===== config.mk =====
export PLATFORM = sky130hd
export DESIGN_NAME = fetch_stage_flat
export DESIGN_NICKNAME = d
export VERILOG_FILES = /design/src/common/rv_isa_pkg.sv /design/src/common/fetch_pkg.sv /design/src/common/fetch_out_if.sv /design/src/fetch/rvc_expander.sv /design/src/fetch/fetch_stage.sv /design/src/flat_wrapper.sv
export SDC_FILE = /design/constraint.sdc
export NUM_CORES = 1
export LEC_CHECK = 0
export BUFFER_PORTS_ARGS = -buffer_cell sky130_fd_sc_hd__buf_2
export CAP_MARGIN = 10
export CELL_PAD_IN_SITES_DETAIL_PLACEMENT = 2
export CELL_PAD_IN_SITES_GLOBAL_PLACEMENT = 2
export CORE_ASPECT_RATIO = 0.5
export CORE_MARGIN = 2
export CORE_UTILIZATION = 33
export CTS_BUF_LIST = sky130_fd_sc_hd__clkbuf_2
export CTS_CLUSTER_DIAMETER = 40
export DETAILED_ROUTE_END_ITERATION = 8
export PLACE_DENSITY = 0.91
export SLEW_MARGIN = 25
export SYNTH_ARGS = -nofsm -noshare
export SYNTH_HDL_FRONTEND = slang
export SYNTH_SLANG_ARGS = --single-unit

===== constraint.sdc =====
create_clock -name clk_i -period 5.2 [get_ports clk_i]
set_input_delay 0.78 -clock clk_i [delete_from_list [all_inputs] [get_ports clk_i]]
set_output_delay 0.78 -clock clk_i [all_outputs]
set_load 0.03 [all_outputs]

===== src/common/rv_isa_pkg.sv =====
`default_nettype none

package rv_isa_pkg;

    typedef logic [31:0] word_t;

    // addi x0, x0, 0
    localparam word_t NOP_IR = 32'h0000_0013;
    // bubble marker, never a real pc
    localparam word_t NOP_PC = 32'hffff_ffff;

    // funct3 values used by the expander
    localparam logic [2:0] F3_ADD  = 3'b000; // addi and add
    localparam logic [2:0] F3_WORD = 3'b010; // lw and sw

    // base opcodes the expander can produce
    typedef enum logic [6:0] {
        OP_IMM = 7'b0010011,
        LUI    = 7'b0110111,
        OP     = 7'b0110011,
        JAL    = 7'b1101111,
        LOAD   = 7'b0000011,
        STORE  = 7'b0100011
    } opcode_t;

    // recognized compressed forms
    typedef enum logic [3:0] {
        RVC_ADDI,      // also c.nop
        RVC_LI,
        RVC_LUI,
        RVC_MV,
        RVC_ADD,
        RVC_J,
        RVC_LW,
        RVC_SW,
        RVC_ILLEGAL
    } rvc_op_t;

endpackage

`default_nettype wire


===== src/common/fetch_pkg.sv =====
`default_nettype none

package fetch_pkg;

    // instruction memory geometry
    localparam int IMEM_WORDS = 256;
    localparam int IMEM_AW    = $clog2(IMEM_WORDS); // word address bits

    // alignment state machine, one-hot
    typedef enum logic [4:0] {
        STARTUP        = 5'b00001,
        ALIGNED        = 5'b00010,
        UNALIGNED      = 5'b00100, // upper half of last word is saved
        UNALIGNED_JUMP = 5'b01000, // second cycle of a halfword jump
        HALTED         = 5'b10000
    } fetch_state_t;

endpackage

`default_nettype wire


===== src/common/fetch_out_if.sv =====
`timescale 1ns/1ps
`default_nettype none

// one fetched instruction on its way to decode
interface fetch_out_if;
    import rv_isa_pkg::*;

    word_t pc;      // NOP_PC marks a bubble
    word_t ir;      // expanded instruction
    word_t next_pc;
    logic  ready;   // decode side takes the item on this edge

    modport stage (
        output pc,
        output ir,
        output next_pc,
        input  ready
    );

    modport sink (
        input  pc,
        input  ir,
        input  next_pc,
        output ready
    );

endinterface

`default_nettype wire


===== src/fetch/rvc_expander.sv =====
`timescale 1ns/1ps
`default_nettype none

module rvc_expander (
    input  wire rv_isa_pkg::word_t ir_i,
    output rv_isa_pkg::word_t      ir_o,
    output logic                   compressed_o
);
    import rv_isa_pkg::*;

    rvc_op_t     rvc_op_w;
    word_t       expanded_w;
    logic [4:0]  rd_w;      // full 5-bit register fields
    logic [4:0]  rs2_w;
    logic [4:0]  rd_p_w;    // 3-bit forms, x8 to x15
    logic [4:0]  rs1_p_w;
    logic [5:0]  imm6_w;
    logic [11:0] imm12_w;   // sign extended imm6
    logic [11:0] mem_off_w; // c.lw and c.sw word offset

    assign compressed_o = ir_i[1:0] != 2'b11;

    assign rd_w      = ir_i[11:7];
    assign rs2_w     = ir_i[6:2];
    assign rd_p_w    = {2'b01, ir_i[4:2]};
    assign rs1_p_w   = {2'b01, ir_i[9:7]};
    assign imm6_w    = {ir_i[12], ir_i[6:2]};
    assign imm12_w   = {{6{imm6_w[5]}}, imm6_w};
    assign mem_off_w = {5'b0, ir_i[5], ir_i[12:10], ir_i[6], 2'b00};

    always_comb begin
        // classify on funct3 and quadrant
        rvc_op_w = RVC_ILLEGAL;
        case ({ir_i[15:13], ir_i[1:0]})
            5'b010_00: rvc_op_w = RVC_LW;
            5'b110_00: rvc_op_w = RVC_SW;
            5'b000_01: rvc_op_w = RVC_ADDI;
            5'b010_01: rvc_op_w = RVC_LI;
            5'b011_01: begin
                // rd of x2 is c.addi16sp, zero imm is reserved
                if (rd_w != 5'd0 && rd_w != 5'd2 && imm6_w != 6'd0) begin
                    rvc_op_w = RVC_LUI;
                end
            end
            5'b101_01: rvc_op_w = RVC_J;
            5'b100_10: begin
                if (rs2_w != 5'd0) begin // rs2 of x0 is jr, jalr or ebreak
                    rvc_op_w = ir_i[12] ? RVC_ADD : RVC_MV;
                end
            end
            default: rvc_op_w = RVC_ILLEGAL;
        endcase

        case (rvc_op_w)
            RVC_ADDI: expanded_w = {imm12_w, rd_w, F3_ADD, rd_w, OP_IMM};
            RVC_LI:   expanded_w = {imm12_w, 5'd0, F3_ADD, rd_w, OP_IMM};
            RVC_LUI:  expanded_w = {{14{imm6_w[5]}}, imm6_w, rd_w, LUI};
            RVC_MV:   expanded_w = {7'd0, rs2_w, 5'd0, F3_ADD, rd_w, OP};
            RVC_ADD:  expanded_w = {7'd0, rs2_w, rd_w, F3_ADD, rd_w, OP};
            RVC_J: begin
                // jal x0 with the scrambled c.j offset
                expanded_w = {ir_i[12], ir_i[8], ir_i[10:9], ir_i[6], ir_i[7], ir_i[2],
                              ir_i[11], ir_i[5:3], ir_i[12], {8{ir_i[12]}}, 5'd0, JAL};
            end
            RVC_LW:   expanded_w = {mem_off_w, rs1_p_w, F3_WORD, rd_p_w, LOAD};
            RVC_SW: begin
                expanded_w = {mem_off_w[11:5], rd_p_w, rs1_p_w, F3_WORD,
                              mem_off_w[4:0], STORE};
            end
            default:  expanded_w = '0; // illegal instruction
        endcase

        if (compressed_o && rvc_op_w != RVC_ILLEGAL) begin
            assert (expanded_w != '0);
        end
    end

    assign ir_o = compressed_o ? expanded_w : ir_i;

endmodule

`default_nettype wire


===== src/fetch/fetch_stage.sv =====
`timescale 1ns/1ps
`default_nettype none

module fetch_stage (
    input  wire logic              clk_i,
    input  wire logic              rst_n_i,
    input  wire logic              halt_i,
    input  wire logic              jmp_valid_i,
    input  wire rv_isa_pkg::word_t jmp_addr_i,
    output rv_isa_pkg::word_t      imem_addr_o,
    input  wire rv_isa_pkg::word_t imem_data_i,
    fetch_out_if.stage             out
);
    import rv_isa_pkg::*;
    import fetch_pkg::*;

    fetch_state_t state_r;
    fetch_state_t state_w;

    word_t imem_addr_r;     // byte address of the word now on imem_data_i
    word_t imem_addr_w;
    word_t next_pc_r;
    word_t next_pc_w;
    word_t pc_r;
    word_t ir_r;
    word_t jmp_addr_r;      // target of a halfword jump
    logic [15:0] saved_hi_r; // upper half of the previous word

    logic go_w;
    logic jump_w;
    logic issue_w;          // an instruction leaves this cycle
    logic bubble_w;         // outputs become a bubble
    logic save_hi_w;

    word_t raw_ir_w;
    word_t expanded_ir_w;
    logic  compressed_w;

    assign go_w   = out.ready && !halt_i;
    assign jump_w = go_w && jmp_valid_i;

    // bits handed to the expander depend on where the instruction starts
    always_comb begin
        case (state_r)
            ALIGNED:   raw_ir_w = imem_data_i;
            UNALIGNED: raw_ir_w = {imem_data_i[15:0], saved_hi_r};
            default:   raw_ir_w = NOP_IR;
        endcase
    end

    rvc_expander expander_i (
        .ir_i         (raw_ir_w),
        .ir_o         (expanded_ir_w),
        .compressed_o (compressed_w)
    );

    // next state, next address and output control
    always_comb begin
        state_w     = state_r;
        imem_addr_w = imem_addr_r;   // default is to re-read the same word
        next_pc_w   = next_pc_r;
        issue_w     = 1'b0;
        bubble_w    = 1'b0;
        save_hi_w   = 1'b0;

        if (jump_w) begin
            // jump wins over halt and over the current instruction
            bubble_w    = 1'b1;
            imem_addr_w = {jmp_addr_i[31:2], 2'b00};
            next_pc_w   = jmp_addr_i;
            state_w     = jmp_addr_i[1] ? UNALIGNED_JUMP : ALIGNED;
        end else if (halt_i || state_r == HALTED) begin
            bubble_w  = 1'b1;
            next_pc_w = NOP_PC;
            state_w   = HALTED; // left only by a jump
        end else begin
            case (state_r)
                STARTUP: begin
                    bubble_w = 1'b1; // word 0 is being read
                    state_w  = ALIGNED;
                end
                ALIGNED: begin
                    if (out.ready) begin
                        issue_w     = 1'b1;
                        imem_addr_w = imem_addr_r + 32'd4;
                        if (compressed_w) begin
                            save_hi_w = 1'b1; // next one starts in the upper half
                            state_w   = UNALIGNED;
                        end
                    end
                end
                UNALIGNED: begin
                    if (out.ready) begin
                        issue_w = 1'b1;
                        if (compressed_w) begin
                            state_w = ALIGNED; // same word again, from its low half
                        end else begin
                            save_hi_w   = 1'b1;
                            imem_addr_w = imem_addr_r + 32'd4;
                        end
                    end
                end
                UNALIGNED_JUMP: begin
                    if (out.ready) begin
                        // keep the upper half of the target word
                        save_hi_w   = 1'b1;
                        imem_addr_w = imem_addr_r + 32'd4;
                        next_pc_w   = jmp_addr_r;
                        state_w     = UNALIGNED;
                    end
                end
                default: begin
                    bubble_w = 1'b1;
                    state_w  = HALTED;
                end
            endcase

            if (issue_w) begin
                next_pc_w = next_pc_r + (compressed_w ? 32'd2 : 32'd4);
            end
        end
    end

    always_ff @(posedge clk_i) begin
        if (!rst_n_i) begin
            state_r     <= STARTUP;
            imem_addr_r <= '0;
            next_pc_r   <= '0;
            pc_r        <= NOP_PC;
            ir_r        <= NOP_IR;
        end else begin
            state_r     <= state_w;
            imem_addr_r <= imem_addr_w;
            next_pc_r   <= next_pc_w;
            if (bubble_w) begin
                pc_r <= NOP_PC;
                ir_r <= NOP_IR;
            end else if (issue_w) begin
                pc_r <= next_pc_r;
                ir_r <= expanded_ir_w;
            end
        end
    end

    always_ff @(posedge clk_i) begin
        if (save_hi_w) begin
            saved_hi_r <= imem_data_i[31:16];
        end
        if (jump_w && jmp_addr_i[1]) begin
            jmp_addr_r <= jmp_addr_i;
        end
    end

    assign imem_addr_o = imem_addr_w; // memory registers it, data next cycle
    assign out.pc      = pc_r;
    assign out.ir      = ir_r;
    assign out.next_pc = next_pc_r;

    // targets are at least halfword aligned
    jmp_halfword_a: assert property (@(posedge clk_i) disable iff (!rst_n_i)
        jmp_valid_i |-> !jmp_addr_i[0]);

    bubble_is_nop_a: assert property (@(posedge clk_i) disable iff (!rst_n_i)
        out.pc == NOP_PC |-> out.ir == NOP_IR);

    // back-pressure holds the instruction on offer
    stall_holds_a: assert property (@(posedge clk_i) disable iff (!rst_n_i)
        !out.ready && !halt_i |=> $stable(out.pc) && $stable(out.ir));

endmodule

`default_nettype wire


===== src/flat_wrapper.sv =====
// flat-port wrapper written by rule: the top's interface ports become plain ports
module fetch_stage_flat import rv_isa_pkg::*; import fetch_pkg::*;
  (clk_i, rst_n_i, halt_i, jmp_valid_i, jmp_addr_i, imem_addr_o, imem_data_i, out_pc, out_ir, out_next_pc, out_ready);
  fetch_out_if out_i ();
  input  wire logic clk_i;
  input  wire logic rst_n_i;
  input  wire logic halt_i;
  input  wire logic jmp_valid_i;
  input  wire rv_isa_pkg::word_t jmp_addr_i;
  output rv_isa_pkg::word_t imem_addr_o;
  input  wire rv_isa_pkg::word_t imem_data_i;
  output wire logic [$bits(out_i.pc)-1:0] out_pc;
  output wire logic [$bits(out_i.ir)-1:0] out_ir;
  output wire logic [$bits(out_i.next_pc)-1:0] out_next_pc;
  input wire logic [$bits(out_i.ready)-1:0] out_ready;
  assign out_pc = out_i.pc;
  assign out_ir = out_i.ir;
  assign out_next_pc = out_i.next_pc;
  assign out_i.ready = out_ready;
  fetch_stage u_core (.clk_i(clk_i), .rst_n_i(rst_n_i), .halt_i(halt_i), .jmp_valid_i(jmp_valid_i), .jmp_addr_i(jmp_addr_i), .imem_addr_o(imem_addr_o), .imem_data_i(imem_data_i), .out(out_i));
endmodule

**After elaboration in Yosys (flattened, before gate mapping)**

Index checks and enable logic that the tools add are counted.

- Output and inout port bits: 128
- Flip-flop bits (word level): 181

- Eq/ne operators: 26
- Reductions and logical operators: 19
- Add/sub/neg operators: 2
- Multiplexer cells: 44
- Bitwise logic cells: 1

Operators by type and width:

| operator | number |
|---|---|
| $mux W32 | 11 |
| $pmux W32 S8 | 1 |
| $pmux W32 S2 | 2 |
| $mux W5 | 7 |
| $add A32 B3 Y32 const B | 1 |
| $add A32 B32 Y32 | 1 |
| $pmux W4 S7 | 1 |
| $eq A5 B4 Y1 const B | 4 |
| $eq A5 B5 Y1 const B | 4 |
| $pmux W5 S4 | 1 |
| $eq A4 B3 Y1 const B | 4 |
| $mux W1 | 15 |
| $mux W4 | 3 |
| $ne A4 B2 Y1 const B | 3 |
| $eq A5 B1 Y1 const B | 2 |
| $reduce_bool A5 Y1 | 2 |
| $eq A4 B2 Y1 const B | 2 |
| $ne A4 B1 Y1 const B | 2 |
| $reduce_bool A4 Y1 | 2 |
| $mux W3 | 2 |
| $reduce_bool A6 Y1 | 1 |
| $reduce_or A2 Y1 | 3 |
| $eq A5 B2 Y1 const B | 1 |
| $eq A5 B3 Y1 const B | 1 |
| 12 further kinds | 16 |

**Depth between registers and ports, before layout**

- Depth after elaboration: 10
- Gate-level depth with buffers: 18
- Gate-level depth less buffers: 13

**Modules after synthesis**

Synthesis repeated with hierarchy kept, for this count alone.

- Cells, all modules: 1,104
- Area total of the unflattened synthesis: 9,559.2 um2

Modules (own cells, without submodules):

| module | sequential area each (um2) | cells each | area an instance (um2) | instances |
|---|---|---|---|---|
| fetch_stage | 4,103.9 | 969 | 8,677.1 | 1 |
| rvc_expander | 0.0 | 135 | 882.1 | 1 |

**Worst setup path after synthesis**

No wires, ideal clock.

- Path kind: reg2reg
- Start: register u_core.state_r[4]
- End: register u_core.next_pc_r[31], in the netlist u_core.out.next_pc[31]
- Cell stages (with the launch flop): 18
- Arrival: 4,472 ps
- Slack: 609 ps
- Clock period less this slack: 4,591 ps
- Cells stage by stage: dfxtp_1 > or4_1 > clkbuf_2 > o22ai_2 > and3_1 > clkbuf_1 > clkbuf_1 > ha_1 > inv_1 > fa_1 > and4b_1 > clkbuf_1 > nand4_1 > or2_2 > nor3_1 > and4_1 > a311oi_1 > o221a_2

- Longest elaborated chain between the ends: 8
- Elaborated cells between the ends (all ways): 19

RTL lines:

| element | RTL line | text |
|---|---|---|
| from (decl) | fetch_stage.sv:17 | `fetch_state_t state_r;` |
| from (signal assigned) | fetch_stage.sv:132 | `state_r <= state_w;` |
| $eq A5 B3 Y1 / $eq A5 B2 Y1 (equally long branches) | fetch_stage.sv:44, fetch_stage.sv:77 |  |
| $pmux W32 S2 / $reduce_or A2 Y1 (equally long branches) | -- |  |
| $ne A2 B2 Y1 / $mux W1 (equally long branches) | -- |  |
| $mux W3 / $mux W1 (equally long branches) | fetch_stage.sv:119, fetch_stage.sv:72 |  |
| $add A32 B32 Y32 / $mux W1 (equally long branches) | fetch_stage.sv:119, fetch_stage.sv:66 |  |
| $mux W32 | fetch_stage.sv:118 | `if (issue_w) begin` |
| $mux W32 | fetch_stage.sv:72 | `end else if (halt_i \|\| state_r == HALTED) begin` |
| $mux W32 | fetch_stage.sv:66 | `if (jump_w) begin` |
| to (signal assigned) | fetch_stage.sv:134 | `next_pc_r <= next_pc_w;` |
| to (decl) | fetch_stage.sv:22 | `word_t next_pc_r;` |

Parallel ways exist; a longest one is shown, timed or not. The select of a mux whose other input is x is not followed.
A chain may end at the register's enable or synchronous reset.

**Worst setup path after layout**

- Start: register u_core.state_r[4]
- End: output imem_addr_o[18]

- Longest elaborated chain between the ends: 8
- Elaborated cells between the ends (all ways): 13

RTL lines:

| element | RTL line | text |
|---|---|---|
| $eq A5 B3 Y1 / $eq A5 B2 Y1 (equally long branches) | fetch_stage.sv:44, fetch_stage.sv:77 |  |
| $pmux W32 S2 | fetch_stage.sv:44 | `case (state_r)` |
| $ne A2 B2 Y1 | rvc_expander.sv:21 | `assign compressed_o = ir_i[1:0] != 2'b11;` |
| $mux W32 | fetch_stage.sv:95 | `if (compressed_w) begin` |
| $mux W32 | fetch_stage.sv:93 | `if (out.ready) begin` |
| $pmux W32 S2 | fetch_stage.sv:77 | `case (state_r)` |
| $mux W32 * | fetch_stage.sv:72 |  |
| $mux W32 * | fetch_stage.sv:66 |  |
| to (decl) | flat_wrapper.sv:10 | `output rv_isa_pkg::word_t imem_addr_o;` |

Every way passes the cells marked *; elsewhere a longest branch is shown, timed or not.

==> results.txt <==
The predominant post-synthesis flop cell is sky130_fd_sc_hd__dfxtp_1. The critical path in this run is classified as register to output port. The achievable frequency is around 200 MHz.

The maximum number of pins on one net before global-route repair is 93. The wire-length estimate of the detail-placed layout is 32.0 mm. The first global-routing pass estimated about 67 mm of wire. Clock-pin slew was measured on the worst setup and hold paths at around 0.33 ns. The hold path endpoint is u_core.saved_hi_r[0]. The number of H-tree branching levels came out at 4. The slowest stage of the critical path is the sky130_fd_sc_hd__o31ai_1 cell. IR analysis of the VDD net gives a maximum drop of approximately 0.00013 V. The worst setup skew after layout came out at around 0.08 ns. The fraction of synthesized cell area taken by the top area cell type is 0.274. In the final routed layout, each cell accounts on average for about 25 um.

The share of the clock period used by the worst path after layout came out at 0.965. The die is around 250 um wide. In this run, CTS created clock tree buffers numbering 17.

The netlist uses 80 different library cells. The floorplan step set the die height to between 100 and 150 um. The number of top-level pins is just under 200. Along the worst hold path, the cell count comes to 1.

The overall routing resource usage came out at 0.281. TritonCTS built the clock tree. The count of flip-flops with a built-in enable after synthesis came out at between 40 and 50. The number of sinks on the clock net is 181.

The maximum buffer depth of the clock tree is 2. The flop and latch count out of synthesis came out at 181. In this design, the largest share of critical-path delay is due to simple AND/OR/NAND/NOR gates. Summed over all instances, the cell type with the most area after synthesis is sky130_fd_sc_hd__dfxtp_1. The kind of capture point of the worst setup path is an output port. Counting both buffers and inverters, the worst setup path holds a total of 1. Setup violations remaining at the end of the flow were counted as 0. The run finished with clean final reports. The final hold violation count was 0. At the pin with the least slew margin, the transition time is 0.933 ns. The first detailed-routing pass took 7 iterations. In this run the critical register-to-register path is captured at u_core.out.next_pc[27]. The full die area came out at a little over 0.03 mm2. The number of fillers in the final layout came out at between 3000 and 4000. The total wire length after detailed routing came out at 43.6 mm. The final period demand of the worst path came out at around 5.0 ns.

Traced cell by cell, the critical path runs through nor2b_1 > nand3_1 > o31ai_1 > nand2_1 > nor4_1 > xnor2_1 > a21oi_1 > buf_2. The via count of the first global-routing pass is around 11000. The number of design-rule violations left by the first detailed-router iteration is about 660.

After detailed routing, the number of remaining DRC violations is 0. The number of maximum-capacitance violations came out at 0. In the synthesized netlist, the number of instances is 1185. The total number of yosys warnings came out at 0. The worst setup slack after placement came out at about 0.047 ns. The biggest cell delay along the critical path is around 0.75 ns. The clock network latency to the later pin of the worst-skew pair came out at ~0.90 ns.

The logic depth of the worst register-to-register path came out at 13. The worst setup path is launched from a register. The clock root buffer is sky130_fd_sc_hd__clkbuf_2.

The critical path required time is around 4.4 ns. The critical path depth in cells is 8. The total negative setup slack is 0 ns. The largest driver fanout on the critical path is 17. The leakage power came out at around 4.4 nW.

The congestion estimate from routability-driven global placement came to ~0.9. The share of synthesized area occupied by flip-flops and latches came out at 0.423. The final number of max-transition violations came out at 0. Setup repair after global routing left no endpoint under its margin. The initial antenna violation count was 1. The combined area of all synthesized cells is around 0.0097 mm2. By area the synthesized netlist is led by sky130_fd_sc_hd__dfxtp_1 (27%), sky130_fd_sc_hd__edfxtp_1 (15%), sky130_fd_sc_hd__nand2_1 (6.1%), sky130_fd_sc_hd__a21oi_1 (5.2%), sky130_fd_sc_hd__nor2_1 (5.1%). In this run the post-CTS setup repair buffer count came out at 0. The power density of the placed cells came out at approximately 250 mW/mm2.

The synthesized net count is 1258. For flop-to-flop paths, the worst setup slack is ~0.33 ns. Detailed routing inserted a total of around 11000 vias. The arrival time at the worst endpoint is ~4.2 ns. The initial core utilization came out at 0.335.

The placeable core region came out at around 0.029 mm2. The post-detailed-route count of antenna-violating nets came out at 0. The net count of the finished layout is approximately 1400. The count of standard-cell rows came out at 44.

The residual overflow from global routing came out at 0. The share of cells above drive strength 1 came out at 0.216. Across all setup checks in the final design, the least slack found is roughly 0.18 ns.

In this run the worst hold path is classified as primary input to register. The count of buffers inserted at the top-level ports is approximately 200. The launching point of the worst reg2reg path is u_core.state_r[4]. The synthesized area per cell came out at roughly 8.2 um2. Headroom to the max-slew limit came out at 0.378. The async set or reset register ratio after synthesis came out at 0.

The startpoint of the worst hold path is imem_data_i[16]. The post-synthesis to final-layout area growth is 17.2%. Measured on the finished design, the core utilization comes to 0.393.

In the routed layout, each cell is associated on average with a via count of between 6 and 7.
## power by group
| group | total (mW) | internal, mW | switching, mW |
|---|---|---|---|
| Combinational | 0.453 | 0.139 | 0.314 |
| Sequential | 1.57 | 1.50 | 0.0727 |
| Clock | 0.824 | 0.271 | 0.553 |
## how the worst max path moves through the flow
stage	endpoint	startpoint	slack (ns)
after global routing	imem_addr_o[19]	u_core.state_r[4]	0.008
after detailed placement	u_core.out.next_pc[27]	u_core.state_r[4]	0.05
after floorplan	u_core.out.next_pc[31]	u_core.state_r[4]	0.61
after global placement	u_core.out.next_pc[31]	u_core.state_r[4]	0.54
final	imem_addr_o[18]	u_core.state_r[4]	0.18
after CTS	imem_addr_o[19]	u_core.state_r[0]	0.03
## cells by family after synthesis
kind of cell	synth area share
AOI/OAI and AO/OA	0.248
xor gates and xnor gates	0.0316
adders and majority gates	0.00593
buffers and inverters	0.0387
DFF	0.423
muxes	0.00103
and+or+nand+nor	0.252
## flip-flops by register name, summed over array words and instances (netlist names)
register,cells
u_core.imem_addr_r,32
u_core.jmp_addr_r,32
u_core.out.ir,32
u_core.out.next_pc,32
u_core.out.pc,32
u_core.saved_hi_r,16
u_core.state_r,5
## per-stage QoR
step | std cells | hold WS (ns) | instance area, um2 | power (mW)
floorplan | 1185 | 0.444 | 9700 | 1.84
global placement | 1711 | 0.448 | 11100 | 2.01
detailed placement | 1711 | 0.464 | 11100 | 2.04
CTS | 1744 | 0.00723 | 11300 | 2.85
global route | 1745 | 0.0168 | 11400 | 2.95
finish | 1745 | 0.0496 | 11400 | 2.85
## cell type report
class | count | area [um2] | area share
diodes | 1 | 2.50 | 0.000220
clock buffers | 19 | 95.1 | 0.00836
clock inverters | 13 | 156 | 0.0138
inverters | 9 | 33.8 | 0.00297
multi-input cells | 908 | 5280 | 0.464
flip-flops and latches | 181 | 4110 | 0.361
well taps | 391 | 489 | 0.0430
repair buffers | 223 | 1210 | 0.106
## synth_stat cells, types with 8 or more instances
master / instances
sky130_fd_sc_hd__nand2_1: 157
sky130_fd_sc_hd__dfxtp_1: 133
sky130_fd_sc_hd__nor2_1: 131
sky130_fd_sc_hd__a21oi_1: 101
sky130_fd_sc_hd__o21ai_0: 71
sky130_fd_sc_hd__clkbuf_1: 68
sky130_fd_sc_hd__nand3_1: 66
sky130_fd_sc_hd__edfxtp_1: 48
sky130_fd_sc_hd__nor3_1: 34
sky130_fd_sc_hd__and3_1: 21
sky130_fd_sc_hd__nand4_1: 21
sky130_fd_sc_hd__and2_1: 20
sky130_fd_sc_hd__xnor2_1: 20
sky130_fd_sc_hd__a22oi_1: 19
sky130_fd_sc_hd__a31oi_1: 17
sky130_fd_sc_hd__a22o_1: 16
sky130_fd_sc_hd__nor4_1: 15
sky130_fd_sc_hd__xor2_1: 15
sky130_fd_sc_hd__o221ai_1: 14
sky130_fd_sc_hd__o22ai_1: 14
sky130_fd_sc_hd__a211oi_1: 11
sky130_fd_sc_hd__buf_2: 11
sky130_fd_sc_hd__o211ai_1: 11
sky130_fd_sc_hd__inv_1: 9
sky130_fd_sc_hd__or4_1: 8
## routing by layer
layer	track usage	share of wire	up-vias
met5	0	0	-
li1	-	-	4701
met1	0.356	0.43	5393
met3	0.0440	0.050	76
met2	0.487	0.49	343
met4	0.0936	0.027	0
## cells in the final DEF, fill, tap and decap left out, types with 6 or more instances in the layout
| cell type | count |
|---|---|
| sky130_fd_sc_hd__a211oi_1 | 11 |
| sky130_fd_sc_hd__a21oi_1 | 101 |
| sky130_fd_sc_hd__a221oi_1 | 6 |
| sky130_fd_sc_hd__a22o_1 | 16 |
| sky130_fd_sc_hd__a22oi_1 | 19 |
| sky130_fd_sc_hd__a311oi_1 | 6 |
| sky130_fd_sc_hd__a31oi_1 | 17 |
| sky130_fd_sc_hd__and2_1 | 20 |
| sky130_fd_sc_hd__and3_1 | 20 |
| sky130_fd_sc_hd__and4_1 | 6 |
| sky130_fd_sc_hd__buf_2 | 196 |
| sky130_fd_sc_hd__buf_4 | 23 |
| sky130_fd_sc_hd__clkbuf_2 | 19 |
| sky130_fd_sc_hd__dfxtp_1 | 130 |
| sky130_fd_sc_hd__edfxtp_1 | 48 |
| sky130_fd_sc_hd__inv_1 | 9 |
| sky130_fd_sc_hd__nand2_1 | 157 |
| sky130_fd_sc_hd__nand3_1 | 65 |
| sky130_fd_sc_hd__nand4_1 | 21 |
| sky130_fd_sc_hd__nor2_1 | 127 |
| sky130_fd_sc_hd__nor2b_1 | 6 |
| sky130_fd_sc_hd__nor3_1 | 31 |
| sky130_fd_sc_hd__nor4_1 | 15 |
| sky130_fd_sc_hd__o211ai_1 | 11 |
| sky130_fd_sc_hd__o21ai_0 | 71 |
| sky130_fd_sc_hd__o221ai_1 | 14 |
| sky130_fd_sc_hd__o22ai_1 | 14 |
| sky130_fd_sc_hd__o31ai_1 | 7 |
| sky130_fd_sc_hd__or4_1 | 6 |
| sky130_fd_sc_hd__xnor2_1 | 20 |
| sky130_fd_sc_hd__xor2_1 | 15 |
## repair_timing
action / CTS / global route
setup endpoints to repair: 3 / 11
gates resized for setup: 4 / 8
hold buffers: 1 / 0
hold endpoints to repair: 1 / 0
No activity file was read; power rests on OpenSTA's default activity.
